`config.mk`:
```
export PLATFORM = sky130hd
export DESIGN_NAME = exu_core
export DESIGN_NICKNAME = d
export VERILOG_FILES = /design/src/logic/exu_pkg.sv /design/src/logic/alu.sv /design/src/logic/execute_stage.sv /design/src/logic/exu_core.sv /design/src/logic/issue_unit.sv /design/src/logic/writeback_stage.sv
export VERILOG_INCLUDE_DIRS = /design/src /design/src/logic
export SDC_FILE = /design/constraint.sdc
export NUM_CORES = 2
export LEC_CHECK = 0
export BUFFER_PORTS_ARGS = -buffer_cell sky130_fd_sc_hd__buf_2
export CORE_MARGIN = 4
export CORE_UTILIZATION = 30
export CTS_CLUSTER_DIAMETER = 120
export DETAILED_ROUTE_END_ITERATION = 6
export HOLD_SLACK_MARGIN = 0.05
export SYNTH_ARGS = -nofsm -noshare
export SYNTH_HDL_FRONTEND = slang
export SYNTH_HIERARCHICAL = 1
export SYNTH_SLANG_ARGS = --single-unit
```
`constraint.sdc`:
```
create_clock -name clock -period 9.25 [get_ports clock]
set_clock_uncertainty 0.2 [all_clocks]
set_input_delay 0.4625 -clock clock [delete_from_list [all_inputs] [get_ports clock]]
set_output_delay 0.4625 -clock clock [all_outputs]
set_load 0.005 [all_outputs]
```
`src/logic/exu_consts.svh`:
```
`ifndef EXU_CONSTS_SVH
`define EXU_CONSTS_SVH

`define EXU_XLEN    32
`define EXU_REG_W   5
`define EXU_OP_W    4
`define EXU_SEL_W   2
`define EXU_PC_STEP 32'd4

// ALU operation codes
// Compares return their flag in bit 0
`define EXU_OP_ADD  4'd0
`define EXU_OP_SUB  4'd1
`define EXU_OP_AND  4'd2
`define EXU_OP_OR   4'd3
`define EXU_OP_XOR  4'd4
`define EXU_OP_SLL  4'd5
`define EXU_OP_SRL  4'd6
`define EXU_OP_SRA  4'd7
`define EXU_OP_SLT  4'd8
`define EXU_OP_SLTU 4'd9
`define EXU_OP_EQ   4'd10
`define EXU_OP_NE   4'd11
`define EXU_OP_LT   4'd12
`define EXU_OP_GE   4'd13
`define EXU_OP_LTU  4'd14
`define EXU_OP_GEU  4'd15

// Next-PC select
`define EXU_NPC_SEQ    2'd0
`define EXU_NPC_JAL    2'd1
`define EXU_NPC_JALR   2'd2
`define EXU_NPC_BRANCH 2'd3

// Write-back value select
`define EXU_WB_ALU   2'd0
`define EXU_WB_LINK  2'd1
`define EXU_WB_AUIPC 2'd2

`endif

```
`src/logic/exu_pkg.sv`:
```
`include "exu_consts.svh"

package exu_pkg;

  // One data word or program counter
  typedef logic [`EXU_XLEN-1:0] word_t;

  // Architectural register index
  typedef logic [`EXU_REG_W-1:0] reg_idx_t;

  // ALU operation code
  typedef logic [`EXU_OP_W-1:0] alu_op_t;

  // Next-PC source of an op
  typedef logic [`EXU_SEL_W-1:0] npc_sel_t;

  // Source of the value written to rd
  typedef logic [`EXU_SEL_W-1:0] wb_sel_t;

endpackage

```
`src/logic/alu.sv`:
```
`timescale 1ns/1ps
`include "exu_consts.svh"

module alu (
  input  exu_pkg::alu_op_t alu_op,
  input  exu_pkg::word_t   operand1,
  input  exu_pkg::word_t   operand2,
  output exu_pkg::word_t   result
);

  logic [4:0] shamt;
  logic       lt_signed;
  logic       lt_unsigned;
  logic       equal;

  assign shamt       = operand2[4:0];
  assign lt_signed   = $signed(operand1) < $signed(operand2);
  assign lt_unsigned = operand1 < operand2;
  assign equal       = operand1 == operand2;

  always_comb begin
    result = '0;
    case (alu_op)
      `EXU_OP_ADD:  result = operand1 + operand2;
      `EXU_OP_SUB:  result = operand1 - operand2;
      `EXU_OP_AND:  result = operand1 & operand2;
      `EXU_OP_OR:   result = operand1 | operand2;
      `EXU_OP_XOR:  result = operand1 ^ operand2;
      `EXU_OP_SLL:  result = operand1 << shamt;
      `EXU_OP_SRL:  result = operand1 >> shamt;
      `EXU_OP_SRA:  result = $signed(operand1) >>> shamt;
      // Set and branch compares only drive bit 0
      `EXU_OP_SLT:  result[0] = lt_signed;
      `EXU_OP_SLTU: result[0] = lt_unsigned;
      `EXU_OP_EQ:   result[0] = equal;
      `EXU_OP_NE:   result[0] = !equal;
      `EXU_OP_LT:   result[0] = lt_signed;
      `EXU_OP_GE:   result[0] = !lt_signed;
      `EXU_OP_LTU:  result[0] = lt_unsigned;
      `EXU_OP_GEU:  result[0] = !lt_unsigned;
      default:      result = '0;
    endcase
  end

endmodule

```
`src/logic/execute_stage.sv`:
```
`timescale 1ns/1ps
`include "exu_consts.svh"

module execute_stage (
  input  logic               clock,
  input  logic               arst_n,
  input  logic               flush,
  input  logic               issue_valid,
  input  exu_pkg::word_t     issue_pc,
  input  exu_pkg::alu_op_t   issue_alu,
  input  exu_pkg::reg_idx_t  issue_rd,
  input  exu_pkg::npc_sel_t  issue_npc_sel,
  input  exu_pkg::wb_sel_t   issue_wb_sel,
  input  exu_pkg::word_t     issue_imm,
  input  exu_pkg::word_t     issue_operand1,
  input  exu_pkg::word_t     issue_operand2,
  output logic               ex_valid,
  output exu_pkg::reg_idx_t  ex_rd,
  output exu_pkg::word_t     ex_pc,
  output exu_pkg::word_t     ex_wdata,
  output exu_pkg::word_t     ex_npc
);

  logic              valid_q;
  exu_pkg::alu_op_t  alu_op_q;
  exu_pkg::word_t    operand1_q;
  exu_pkg::word_t    operand2_q;
  exu_pkg::reg_idx_t rd_q;
  exu_pkg::npc_sel_t npc_sel_q;
  exu_pkg::wb_sel_t  wb_sel_q;
  exu_pkg::word_t    pc_q;
  exu_pkg::word_t    snpc_q;
  exu_pkg::word_t    dnpc_q;
  exu_pkg::word_t    alu_result;

  // An op strobed together with flush never enters the stage
  always_ff @(posedge clock or negedge arst_n) begin
    if (!arst_n) begin
      valid_q <= 1'b0;
    end else begin
      valid_q <= issue_valid && !flush;
    end
  end

  always_ff @(posedge clock) begin
    if (issue_valid) begin
      alu_op_q   <= issue_alu;
      operand1_q <= issue_operand1;
      operand2_q <= issue_operand2;
      rd_q       <= issue_rd;
      npc_sel_q  <= issue_npc_sel;
      wb_sel_q   <= issue_wb_sel;
      pc_q       <= issue_pc;
      snpc_q     <= issue_pc + `EXU_PC_STEP;
      dnpc_q     <= issue_pc + issue_imm;
    end
  end

  alu u_alu (
    .alu_op   (alu_op_q),
    .operand1 (operand1_q),
    .operand2 (operand2_q),
    .result   (alu_result)
  );

  always_comb begin
    case (npc_sel_q)
      `EXU_NPC_JAL:    ex_npc = dnpc_q;
      `EXU_NPC_JALR:   ex_npc = {alu_result[`EXU_XLEN-1:1], 1'b0};
      `EXU_NPC_BRANCH: ex_npc = alu_result[0] ? dnpc_q : snpc_q;
      default:         ex_npc = snpc_q;
    endcase
  end

  // For auipc the ALU already adds pc and imm
  always_comb begin
    case (wb_sel_q)
      `EXU_WB_LINK: ex_wdata = snpc_q;
      default:      ex_wdata = alu_result;
    endcase
  end

  assign ex_valid = valid_q;
  assign ex_rd    = rd_q;
  assign ex_pc    = pc_q;

  // A known result also means the forwarded operands were known
  a_wdata_known : assert property (
    @(posedge clock) disable iff (!arst_n)
    ex_valid |-> !$isunknown(ex_wdata)
  ) else $error("execute result is unknown while valid");

endmodule

```
`src/logic/exu_core.sv`:
```
`timescale 1ns/1ps

module exu_core (
  input  logic               clock,
  input  logic               arst_n,
  input  logic               flush,
  input  logic               op_valid,
  input  exu_pkg::word_t     op_pc,
  input  exu_pkg::alu_op_t   op_alu,
  input  exu_pkg::reg_idx_t  op_rd,
  input  exu_pkg::reg_idx_t  op_rs1,
  input  exu_pkg::reg_idx_t  op_rs2,
  input  exu_pkg::word_t     op_imm,
  input  logic               op_use_imm,
  input  exu_pkg::npc_sel_t  op_npc_sel,
  input  exu_pkg::wb_sel_t   op_wb_sel,
  output logic               result_valid,
  output exu_pkg::reg_idx_t  result_rd,
  output exu_pkg::word_t     result_data,
  output exu_pkg::word_t     result_pc,
  output logic               redirect,
  output exu_pkg::word_t     redirect_pc
);

  logic              issue_valid;
  exu_pkg::word_t    issue_pc;
  exu_pkg::alu_op_t  issue_alu;
  exu_pkg::reg_idx_t issue_rd;
  exu_pkg::npc_sel_t issue_npc_sel;
  exu_pkg::wb_sel_t  issue_wb_sel;
  exu_pkg::word_t    issue_imm;
  exu_pkg::word_t    issue_operand1;
  exu_pkg::word_t    issue_operand2;
  logic              ex_valid;
  exu_pkg::reg_idx_t ex_rd;
  exu_pkg::word_t    ex_pc;
  exu_pkg::word_t    ex_wdata;
  exu_pkg::word_t    ex_npc;

  // The retiring op is also the register-file write port
  issue_unit u_issue (
    .clock          (clock),
    .arst_n         (arst_n),
    .op_valid       (op_valid),
    .op_pc          (op_pc),
    .op_alu         (op_alu),
    .op_rd          (op_rd),
    .op_rs1         (op_rs1),
    .op_rs2         (op_rs2),
    .op_imm         (op_imm),
    .op_use_imm     (op_use_imm),
    .op_npc_sel     (op_npc_sel),
    .op_wb_sel      (op_wb_sel),
    .ex_valid       (ex_valid),
    .ex_rd          (ex_rd),
    .ex_wdata       (ex_wdata),
    .wb_valid       (result_valid),
    .wb_rd          (result_rd),
    .wb_data        (result_data),
    .issue_valid    (issue_valid),
    .issue_pc       (issue_pc),
    .issue_alu      (issue_alu),
    .issue_rd       (issue_rd),
    .issue_npc_sel  (issue_npc_sel),
    .issue_wb_sel   (issue_wb_sel),
    .issue_imm      (issue_imm),
    .issue_operand1 (issue_operand1),
    .issue_operand2 (issue_operand2)
  );

  execute_stage u_execute (
    .clock          (clock),
    .arst_n         (arst_n),
    .flush          (flush),
    .issue_valid    (issue_valid),
    .issue_pc       (issue_pc),
    .issue_alu      (issue_alu),
    .issue_rd       (issue_rd),
    .issue_npc_sel  (issue_npc_sel),
    .issue_wb_sel   (issue_wb_sel),
    .issue_imm      (issue_imm),
    .issue_operand1 (issue_operand1),
    .issue_operand2 (issue_operand2),
    .ex_valid       (ex_valid),
    .ex_rd          (ex_rd),
    .ex_pc          (ex_pc),
    .ex_wdata       (ex_wdata),
    .ex_npc         (ex_npc)
  );

  writeback_stage u_writeback (
    .clock       (clock),
    .arst_n      (arst_n),
    .flush       (flush),
    .ex_valid    (ex_valid),
    .ex_rd       (ex_rd),
    .ex_pc       (ex_pc),
    .ex_wdata    (ex_wdata),
    .ex_npc      (ex_npc),
    .wb_valid    (result_valid),
    .wb_rd       (result_rd),
    .wb_data     (result_data),
    .result_pc   (result_pc),
    .redirect    (redirect),
    .redirect_pc (redirect_pc)
  );

endmodule

```
`src/logic/issue_unit.sv`:
```
`timescale 1ns/1ps
`include "exu_consts.svh"

module issue_unit (
  input  logic               clock,
  input  logic               arst_n,
  input  logic               op_valid,
  input  exu_pkg::word_t     op_pc,
  input  exu_pkg::alu_op_t   op_alu,
  input  exu_pkg::reg_idx_t  op_rd,
  input  exu_pkg::reg_idx_t  op_rs1,
  input  exu_pkg::reg_idx_t  op_rs2,
  input  exu_pkg::word_t     op_imm,
  input  logic               op_use_imm,
  input  exu_pkg::npc_sel_t  op_npc_sel,
  input  exu_pkg::wb_sel_t   op_wb_sel,
  input  logic               ex_valid,
  input  exu_pkg::reg_idx_t  ex_rd,
  input  exu_pkg::word_t     ex_wdata,
  input  logic               wb_valid,
  input  exu_pkg::reg_idx_t  wb_rd,
  input  exu_pkg::word_t     wb_data,
  output logic               issue_valid,
  output exu_pkg::word_t     issue_pc,
  output exu_pkg::alu_op_t   issue_alu,
  output exu_pkg::reg_idx_t  issue_rd,
  output exu_pkg::npc_sel_t  issue_npc_sel,
  output exu_pkg::wb_sel_t   issue_wb_sel,
  output exu_pkg::word_t     issue_imm,
  output exu_pkg::word_t     issue_operand1,
  output exu_pkg::word_t     issue_operand2
);

  exu_pkg::word_t regs [2**`EXU_REG_W];
  exu_pkg::word_t rs1_value;
  exu_pkg::word_t rs2_value;

  // The youngest producer wins and x0 always reads zero
  function automatic exu_pkg::word_t read_operand(input exu_pkg::reg_idx_t idx);
    if (idx == '0) begin
      return '0;
    end else if (ex_valid && ex_rd == idx) begin
      return ex_wdata;
    end else if (wb_valid && wb_rd == idx) begin
      return wb_data;
    end
    return regs[idx];
  endfunction

  always_ff @(posedge clock or negedge arst_n) begin
    if (!arst_n) begin
      for (int i = 0; i < 2**`EXU_REG_W; i++) begin
        regs[i] <= '0;
      end
    end else if (wb_valid && wb_rd != '0) begin
      regs[wb_rd] <= wb_data;
    end
  end

  always_comb begin
    rs1_value = read_operand(op_rs1);
    rs2_value = read_operand(op_rs2);
  end

  assign issue_valid    = op_valid;
  assign issue_pc       = op_pc;
  assign issue_alu      = op_alu;
  assign issue_rd       = op_rd;
  assign issue_npc_sel  = op_npc_sel;
  assign issue_wb_sel   = op_wb_sel;
  assign issue_imm      = op_imm;
  assign issue_operand1 = (op_wb_sel == `EXU_WB_AUIPC) ? op_pc : rs1_value;
  assign issue_operand2 = op_use_imm ? op_imm : rs2_value;

endmodule

```
`src/logic/writeback_stage.sv`:
```
`timescale 1ns/1ps
`include "exu_consts.svh"

module writeback_stage (
  input  logic               clock,
  input  logic               arst_n,
  input  logic               flush,
  input  logic               ex_valid,
  input  exu_pkg::reg_idx_t  ex_rd,
  input  exu_pkg::word_t     ex_pc,
  input  exu_pkg::word_t     ex_wdata,
  input  exu_pkg::word_t     ex_npc,
  output logic               wb_valid,
  output exu_pkg::reg_idx_t  wb_rd,
  output exu_pkg::word_t     wb_data,
  output exu_pkg::word_t     result_pc,
  output logic               redirect,
  output exu_pkg::word_t     redirect_pc
);

  logic              valid_q;
  logic              redirect_q;
  exu_pkg::reg_idx_t rd_q;
  exu_pkg::word_t    data_q;
  exu_pkg::word_t    pc_q;
  exu_pkg::word_t    npc_q;

  always_ff @(posedge clock or negedge arst_n) begin
    if (!arst_n) begin
      valid_q    <= 1'b0;
      redirect_q <= 1'b0;
    end else begin
      valid_q    <= ex_valid && !flush;
      // Anything but a fall-through needs fetch to restart
      redirect_q <= ex_valid && !flush && (ex_npc != ex_pc + `EXU_PC_STEP);
    end
  end

  always_ff @(posedge clock) begin
    if (ex_valid) begin
      rd_q   <= ex_rd;
      data_q <= ex_wdata;
      pc_q   <= ex_pc;
      npc_q  <= ex_npc;
    end
  end

  assign wb_valid    = valid_q;
  assign wb_rd       = rd_q;
  assign wb_data     = data_q;
  assign result_pc   = pc_q;
  assign redirect    = redirect_q;
  assign redirect_pc = npc_q;

  // An unknown rd or next pc would corrupt the register file or the redirect
  a_retire_known : assert property (
    @(posedge clock) disable iff (!arst_n)
    ex_valid |-> !$isunknown({ex_rd, ex_pc, ex_npc})
  ) else $error("retiring op has unknown rd, pc or next pc");

endmodule

```
# --- Word level (Yosys, flattened, before mapping) ---
# Index checks and enable logic that the tools add are counted.
op_classes:
  n_eq_ne: 26
  magnitude_cmp: 6
  reduce_logical: 19
  n_bitwise: 6
  n_mux: 30
  shift: 3
  add_sub_neg: 5
ops:
  columns: ["operator", "count"]
  rows:
  - ["bitwise mux 1024 bit", 1]
  - ["two-way mux 32 bit", 17]
  - ["binary-select mux 32 bit (select 5 bit)", 2]
  - ["one-hot mux 31 bit (8 select lines)", 1]
  - ["demux 32 bit (select 5 bit)", 1]
  - ["one-hot mux 32 bit (3 select lines)", 1]
  - ["adder 32 x 3 -> 32 bit, second input constant", 2]
  - ["adder 32 bit", 2]
  - ["less-than comparator 32 bit", 2]
  - ["bitwise AND 32 bit", 1]
  - ["== test 32 bit", 1]
  - ["== test 4 bit, second input constant", 8]
  - ["inequality test 32 bit", 1]
  - ["bitwise OR 32 bit", 1]
  - ["<< shifter 32 x 5 -> 32 bit", 1]
  - ["right shift 32 x 5 -> 32 bit", 1]
  - [">>> shifter 32 x 5 -> 32 bit", 1]
  - ["subtractor 32 bit", 1]
  - ["XOR 32 bit", 1]
  - ["== test 5 bit", 4]
  - [">= comparator 6 bit, second input constant", 3]
  - ["NOT 5 -> 6 bit", 3]
  - ["== test 4 x 3 -> 1 bit, second input constant", 4]
  - ["one-hot mux 1 bit (14 select lines)", 1]
  - ["other kinds (12)", 34]
word_totals:
  output_inout_bits: 103
  register_bits: 1301
  elab_cells: 143

# --- Logic depth before layout (Yosys ltp) ---
logic_depth:
  word_depth: 8
  depth_mapped: 28
  ltp_nobuf: 22

# --- Cells and area by module ---
# The synthesis kept the hierarchy.
modules_own_cells:
  columns: ["mod", "area_each_um2", "n_inst", "cells_each", "seq_area_each_um2"]
  rows:
  - ["issue_unit", 56321.5, 1, 4334, 25624.6]
  - ["alu", 9160.0, 1, 1283, 0.0]
  - ["execute_stage", 8699.6, 1, 661, 5159.9]
  - ["writeback_stage", 4142.7, 1, 260, 3083.0]

# --- Least setup slack after synthesis ---
# OpenSTA, ideal clock, no wires.
synth_timing:
  path_kind: "reg-to-reg"
  start: "register u_execute.operand2_q[2]"
  end: "register u_writeback.redirect_q (netlist: u_writeback/redirect)"
  setup_ns: 0.124
  t_required_ns: 8.926
  period_less_slack_ns: 7.335
  arrival_time_ns: 7.011
  setup_slack_ns: 1.915
  stages_incl_launch_ff: 29
  cell_sequence: "edfxtp_1 > clkbuf_1 > inv_2 > buf_2 > clkbuf_1 > clkbuf_1 > ha_1 > buf_4 > o21bai_1 > a211o_1 > o21a_1 > o21ai_1 > o221ai_1 > a31oi_1 > o21ai_0 > xor2_1 > o221ai_1 > nand2b_1 > clkbuf_1 > buf_1 > mux2i_1 > a21oi_1 > xor2_1 > or4b_1 > o211ai_2 > a22oi_2 > or4_1 > or4_1 > o31a_1"
synth_via:
  elab_chain_cells: 7
synth_rtl:
  columns: ["element", "line", "rtl"]
  rows:
  - ["from (decl)", "execute_stage.sv:27", "exu_pkg::word_t operand2_q;"]
  - ["from (signal assigned)", "execute_stage.sv:49", "operand2_q <= issue_operand2;"]
  - ["less-than comparator 32 bit, or another cell as far along", "alu.sv:18", "assign lt_unsigned = operand1 < operand2;"]
  - ["zero test 1 bit, on equally long branches", "alu.sv:40, alu.sv:38, alu.sv:36", null]
  - ["one-hot mux 1 bit (14 select lines) *", "alu.sv:23", "case (alu_op)"]
  - ["via u_execute.alu_result[0]", "execute_stage.sv:34", "exu_pkg::word_t alu_result;"]
  - ["two-way mux 32 bit *", "execute_stage.sv:70", "`EXU_NPC_BRANCH: ex_npc = alu_result[0] ? dnpc_q : snpc_q;"]
  - ["one-hot mux 32 bit (3 select lines) *", "execute_stage.sv:67", "case (npc_sel_q)"]
  - ["via ex_npc[8]", "exu_core.sv:38", "exu_pkg::word_t ex_npc;"]
  - ["inequality test 32 bit (no line) *", null, null]
  - ["logical AND 1 bit *", "writeback_stage.sv:35", "redirect_q <= ex_valid && !flush && (ex_npc != ex_pc + `EXU_PC_STEP);"]
  - ["to (signal assigned)", "writeback_stage.sv:35", null]
  - ["to (decl)", "writeback_stage.sv:22", "logic redirect_q;"]
# Mark *: on every way through the listed nets, which the timed path passes. The rest lies on a longest branch.
# A chain may end at the register's enable or synchronous reset.

# --- Worst setup path after layout ---
layout_timing:
  start: "register u_execute.operand1_q[4]"
  end: "register u_writeback.redirect_q (netlist: u_writeback/redirect)"
layout_via:
  elab_chain_cells: 7
layout_rtl:
  columns: ["element", "line", "rtl"]
  rows:
  - ["from (decl)", "execute_stage.sv:26", "exu_pkg::word_t operand1_q;"]
  - ["from (signal assigned)", "execute_stage.sv:48", "operand1_q <= issue_operand1;"]
  - ["less-than comparator 32 bit, or another cell as far along", "alu.sv:18", null]
  - ["zero test 1 bit, on equally long branches", "alu.sv:40, alu.sv:38, alu.sv:36", null]
  - ["one-hot mux 1 bit (14 select lines) *", "alu.sv:23", null]
  - ["via u_execute.alu_result[0]", "execute_stage.sv:34", null]
  - ["two-way mux 32 bit *", "execute_stage.sv:70", null]
  - ["one-hot mux 32 bit (3 select lines) *", "execute_stage.sv:67", null]
  - ["via ex_npc[12]", "exu_core.sv:38", null]
  - ["inequality test 32 bit (no line) *", null, null]
  - ["logical AND 1 bit *", "writeback_stage.sv:35", null]
# Marked as above.

==> impl_metrics.toml <==
[floorplanning]
core_um2 = 260000
initial_core_util = 0.302
io_pins = 195
die_w_um = 519
row_count = 187
die_y_um = 519
die-area_um2 = 269000

[cts]
cts_tree = "done"
clk_path_buf_depth = 3
clk_latency_ns = 0.83
path_clk_slew_ns = 0.06
cts_made_buffers = 155
cts.sinks = 1299
htree_num_levels = 4
cts_resized = 0
cts_root_buf = "clkbuf_16"

[setup_path]
path_class = "reg2reg"
endpoint_kind = "flop"
cp_cell_sequence = "inv_1 > ha_1 > nor2_1 > a211o_1 > o21a_1 > o21ai_1 > o221ai_1 > a31oi_1 > o21ai_0 > xor2_1 > o221ai_1 > nand2b_2 > buf_4 > mux2i_1 > a21oi_1 > xnor2_1 > xnor2_1 > a2111oi_0 > nand4_1 > or4_1 > o31a_1"
cp-start-kind = "flop"
critPathMaxFanout = 23
max_stage_delay_ns = 0.87
rr_worst_depth = 21
crit_path_top_delay_cell = "a2111oi_0"
ff2ff_setup_slack_ns = 1.27
reg2reg_from = "u_execute/operand1_q[4]"
r2r-end = "u_writeback/redirect"
cp_data_arrival_time_ns = 8.50
worstPathRequired_ns = 9.77

[min_path]
hp-class = "in2async"

[global_routing]
grt_use_total = 0.217
grt_first_pass_wirelength_um = 433000
grt_overflow = 0
grt_max_degree = 182
antenna_found_initial = 25
grt_pass1_vias = 58600

[place]
place_congestion = 1.01
dp_hpwl_um = 194000
port_buffers = 194
placed_cell_area_um2 = 82100

[yosys]
synth_area_leaders = "dfrtp_1 (33%), mux2_2 (15%), edfxtp_1 (10%), mux4_2 (9.1%), mux2i_1 (8.3%)"
yosysMostFrequentCell = "dfrtp_1"
netlist.top_cell.by_area = "dfrtp_1"
synthArstFlopShare = 0.791
yosys-top-cells-count = "dfrtp_1 (1027), mux2_2 (1019), mux2i_1 (652)"
synth_top_flop_cell = "dfrtp_1"
synth_area_um2 = 78300
synth_edf_count = 272
synth_seq_cells = 1299
synthCells = 6538
yosysUniqueCellTypes = 109
synth_top_area_frac = 0.328
ys_warn_count = 6
synth.net_count = 6781
syn_area_per_cell_um2 = 12.0
synth_seq_area_share = 0.432

[final_layout]
syn2layout_area_growth_pct = 12.2
nFillCells = 25500
seq_area_um2 = 33900
utilization = 0.338
stdcell_area_um2 = 87900
layout-drive-gt1-share = 0.309
layout.nets = 6667
multi_input_area_um2 = 41200

[sta]
drv_slew = 0
slew-limit-headroom = 0.133
period_share = 0.863
hold_ws_ns = 0.0509
max_slew.worst_pin.slew_ns = 1.30
fmax_mhz = 125
setup_viol = 0
finalHoldViolCount = 0
fin_crit_ns = 7.98
finalSetupTns_ns = 0
rsz0062_at_grt = "no"

[routing]
ant_nets = 0
vias_per_cell = 5.96
vias = 59300
drt_wl_total_um = 305000
routedWlPerCell_um = 30.6
route.detailed.drc = 30
drt_pre_antenna_iters = 7
drtIter0Drc = 7354

[run_status]
violations = "DRC"
status = "finished, violations left"

[pwr]
pwr-share-clk = 0.376
seqPwrFrac = 0.418
p_leak_nw = 38.6
p_comb_frac = 0.206
vdd_ir_drop_max_v = 0.000181
p_sw_w = 0.00512
power.share.switching = 0.309
p_int_w = 0.0114
power_density_nw_per_um2 = 188

[flow_run]
maxCapViolations = 0
[registers in the layout (all words and copies together), names as in the netlist]
signal	cells
u_execute/alu_op_q	4
u_execute/dnpc_q	32
u_execute/ex_pc	32
u_execute/ex_rd	5
u_execute/ex_valid	1
u_execute/npc_sel_q	2
u_execute/operand1_q	32
u_execute/operand2_q	32
u_execute/snpc_q	30
u_execute/wb_sel_q	2
u_issue/regs	1024
u_writeback/redirect	1
u_writeback/redirect_pc	32
u_writeback/result_pc	32
u_writeback/wb_data	32
u_writeback/wb_rd	5
u_writeback/wb_valid	1
[worst max-delay path by stage]
stage / from / end / cells past startpoint
after floorplan: u_execute/operand2_q[2] / u_writeback/redirect / 28
after global placement: u_execute/operand1_q[4] / u_writeback/redirect / 21
after detailed placement: u_execute/operand1_q[4] / u_writeback/redirect / 21
after CTS: u_execute/operand1_q[4] / u_writeback/redirect / 21
after global routing: u_execute/operand1_q[4] / u_writeback/redirect / 21
final: u_execute/operand1_q[4] / u_writeback/redirect / 21
[layer usage]
layer | global-route usage | vias to the layer above | wire length, um
li1 | - | 24500 | -
met1 | 0.284 | 31000 | 123000
met2 | 0.343 | 3163 | 139000
met3 | 0.0485 | 684 | 26300
met4 | 0.102 | 14 | 16200
met5 | 0 | - | 70
[placed cells by master (no fill, tap or decap), types with 22 or more instances in the layout]
cell type,instances
a22oi_1,170
clkinv_2,27
a21oi_1,278
inv_1,115
xor2_1,49
mux2_2,1019
a21o_1,28
mux4_2,315
dlygate4sd3_1,66
buf_2,188
o22ai_1,83
a222oi_1,64
xnor2_1,74
nand2b_1,22
o21bai_1,28
nor2_1,211
nor3_1,42
nand3_1,213
a221oi_1,34
buf_4,136
clkbuf_16,158
ha_1,148
o21ai_0,100
a211oi_1,84
clkbuf_1,38
nand2_1,346
nand4_1,58
dfrtp_1,1026
nor2b_1,43
mux2i_1,652
clkbuf_8,25
edfxtp_1,272
[timing repair]
action	in CTS	in global routing
buffers inserted	0	0
hold buffers	66	0
endpoints found under the hold margin	221	0
[cells by family (layout without fill, tap and decap cells)]
family                   after synthesis  count (layout)  synth area share
flip-flops                          1299            1299             0.432
XOR/XNOR                             124             124            0.0140
AO/OA/AOI/OAI                       1072            1072            0.0953
other                                  0               4                 0
multiplexers                        2001            2001             0.323
adder cells (fa/ha/maj)              151             151            0.0244
AND/OR/NAND/NOR                     1095            1095            0.0664
buffers and inverters                796             805            0.0449
[worst max-delay path, delay by kind of cell, from the launching register on]
kind	cells	cell delay [ns]
compound gates	10	3.97
simple gates	4	1.34
flops	1	0.60
buf+inv	2	0.54
xor+xnor	3	0.51
fa+ha+maj	1	0.47
mux	1	0.23
[power by group through the flow]
stage          Clock (W)  Combinational [W]  Sequential [W]
6_report         0.00623            0.00341         0.00692
5_1_grt          0.00656            0.00360         0.00698
4_1_cts          0.00633            0.00335         0.00690
3_5_place_dp           0            0.00332         0.00700
3_3_place_gp           0            0.00329         0.00696
2_1_floorplan          0            0.00221         0.00684
[metrics by stage]
stage,total power (W),setup WS [ns],cells
finish,0.0166,1.27,9953
global route,0.0171,1.09,9950
CTS,0.0166,1.47,9949
detailed placement,0.0103,1.52,9603
global placement,0.0102,1.56,9603
floorplan,0.00905,1.92,6538
[cell type report]
class                           count  area share
Timing Repair Buffer              406      0.0331
Sequential cell                  1299       0.385
Clock inverter                     60     0.00834
Tap cell                         3402      0.0484
Inverter                          119     0.00508
Clock buffer                      220      0.0504
Antenna cell                        4    0.000114
Multi-Input combinational cell   4443       0.469
No activity file was read; power rests on OpenSTA's default activity.
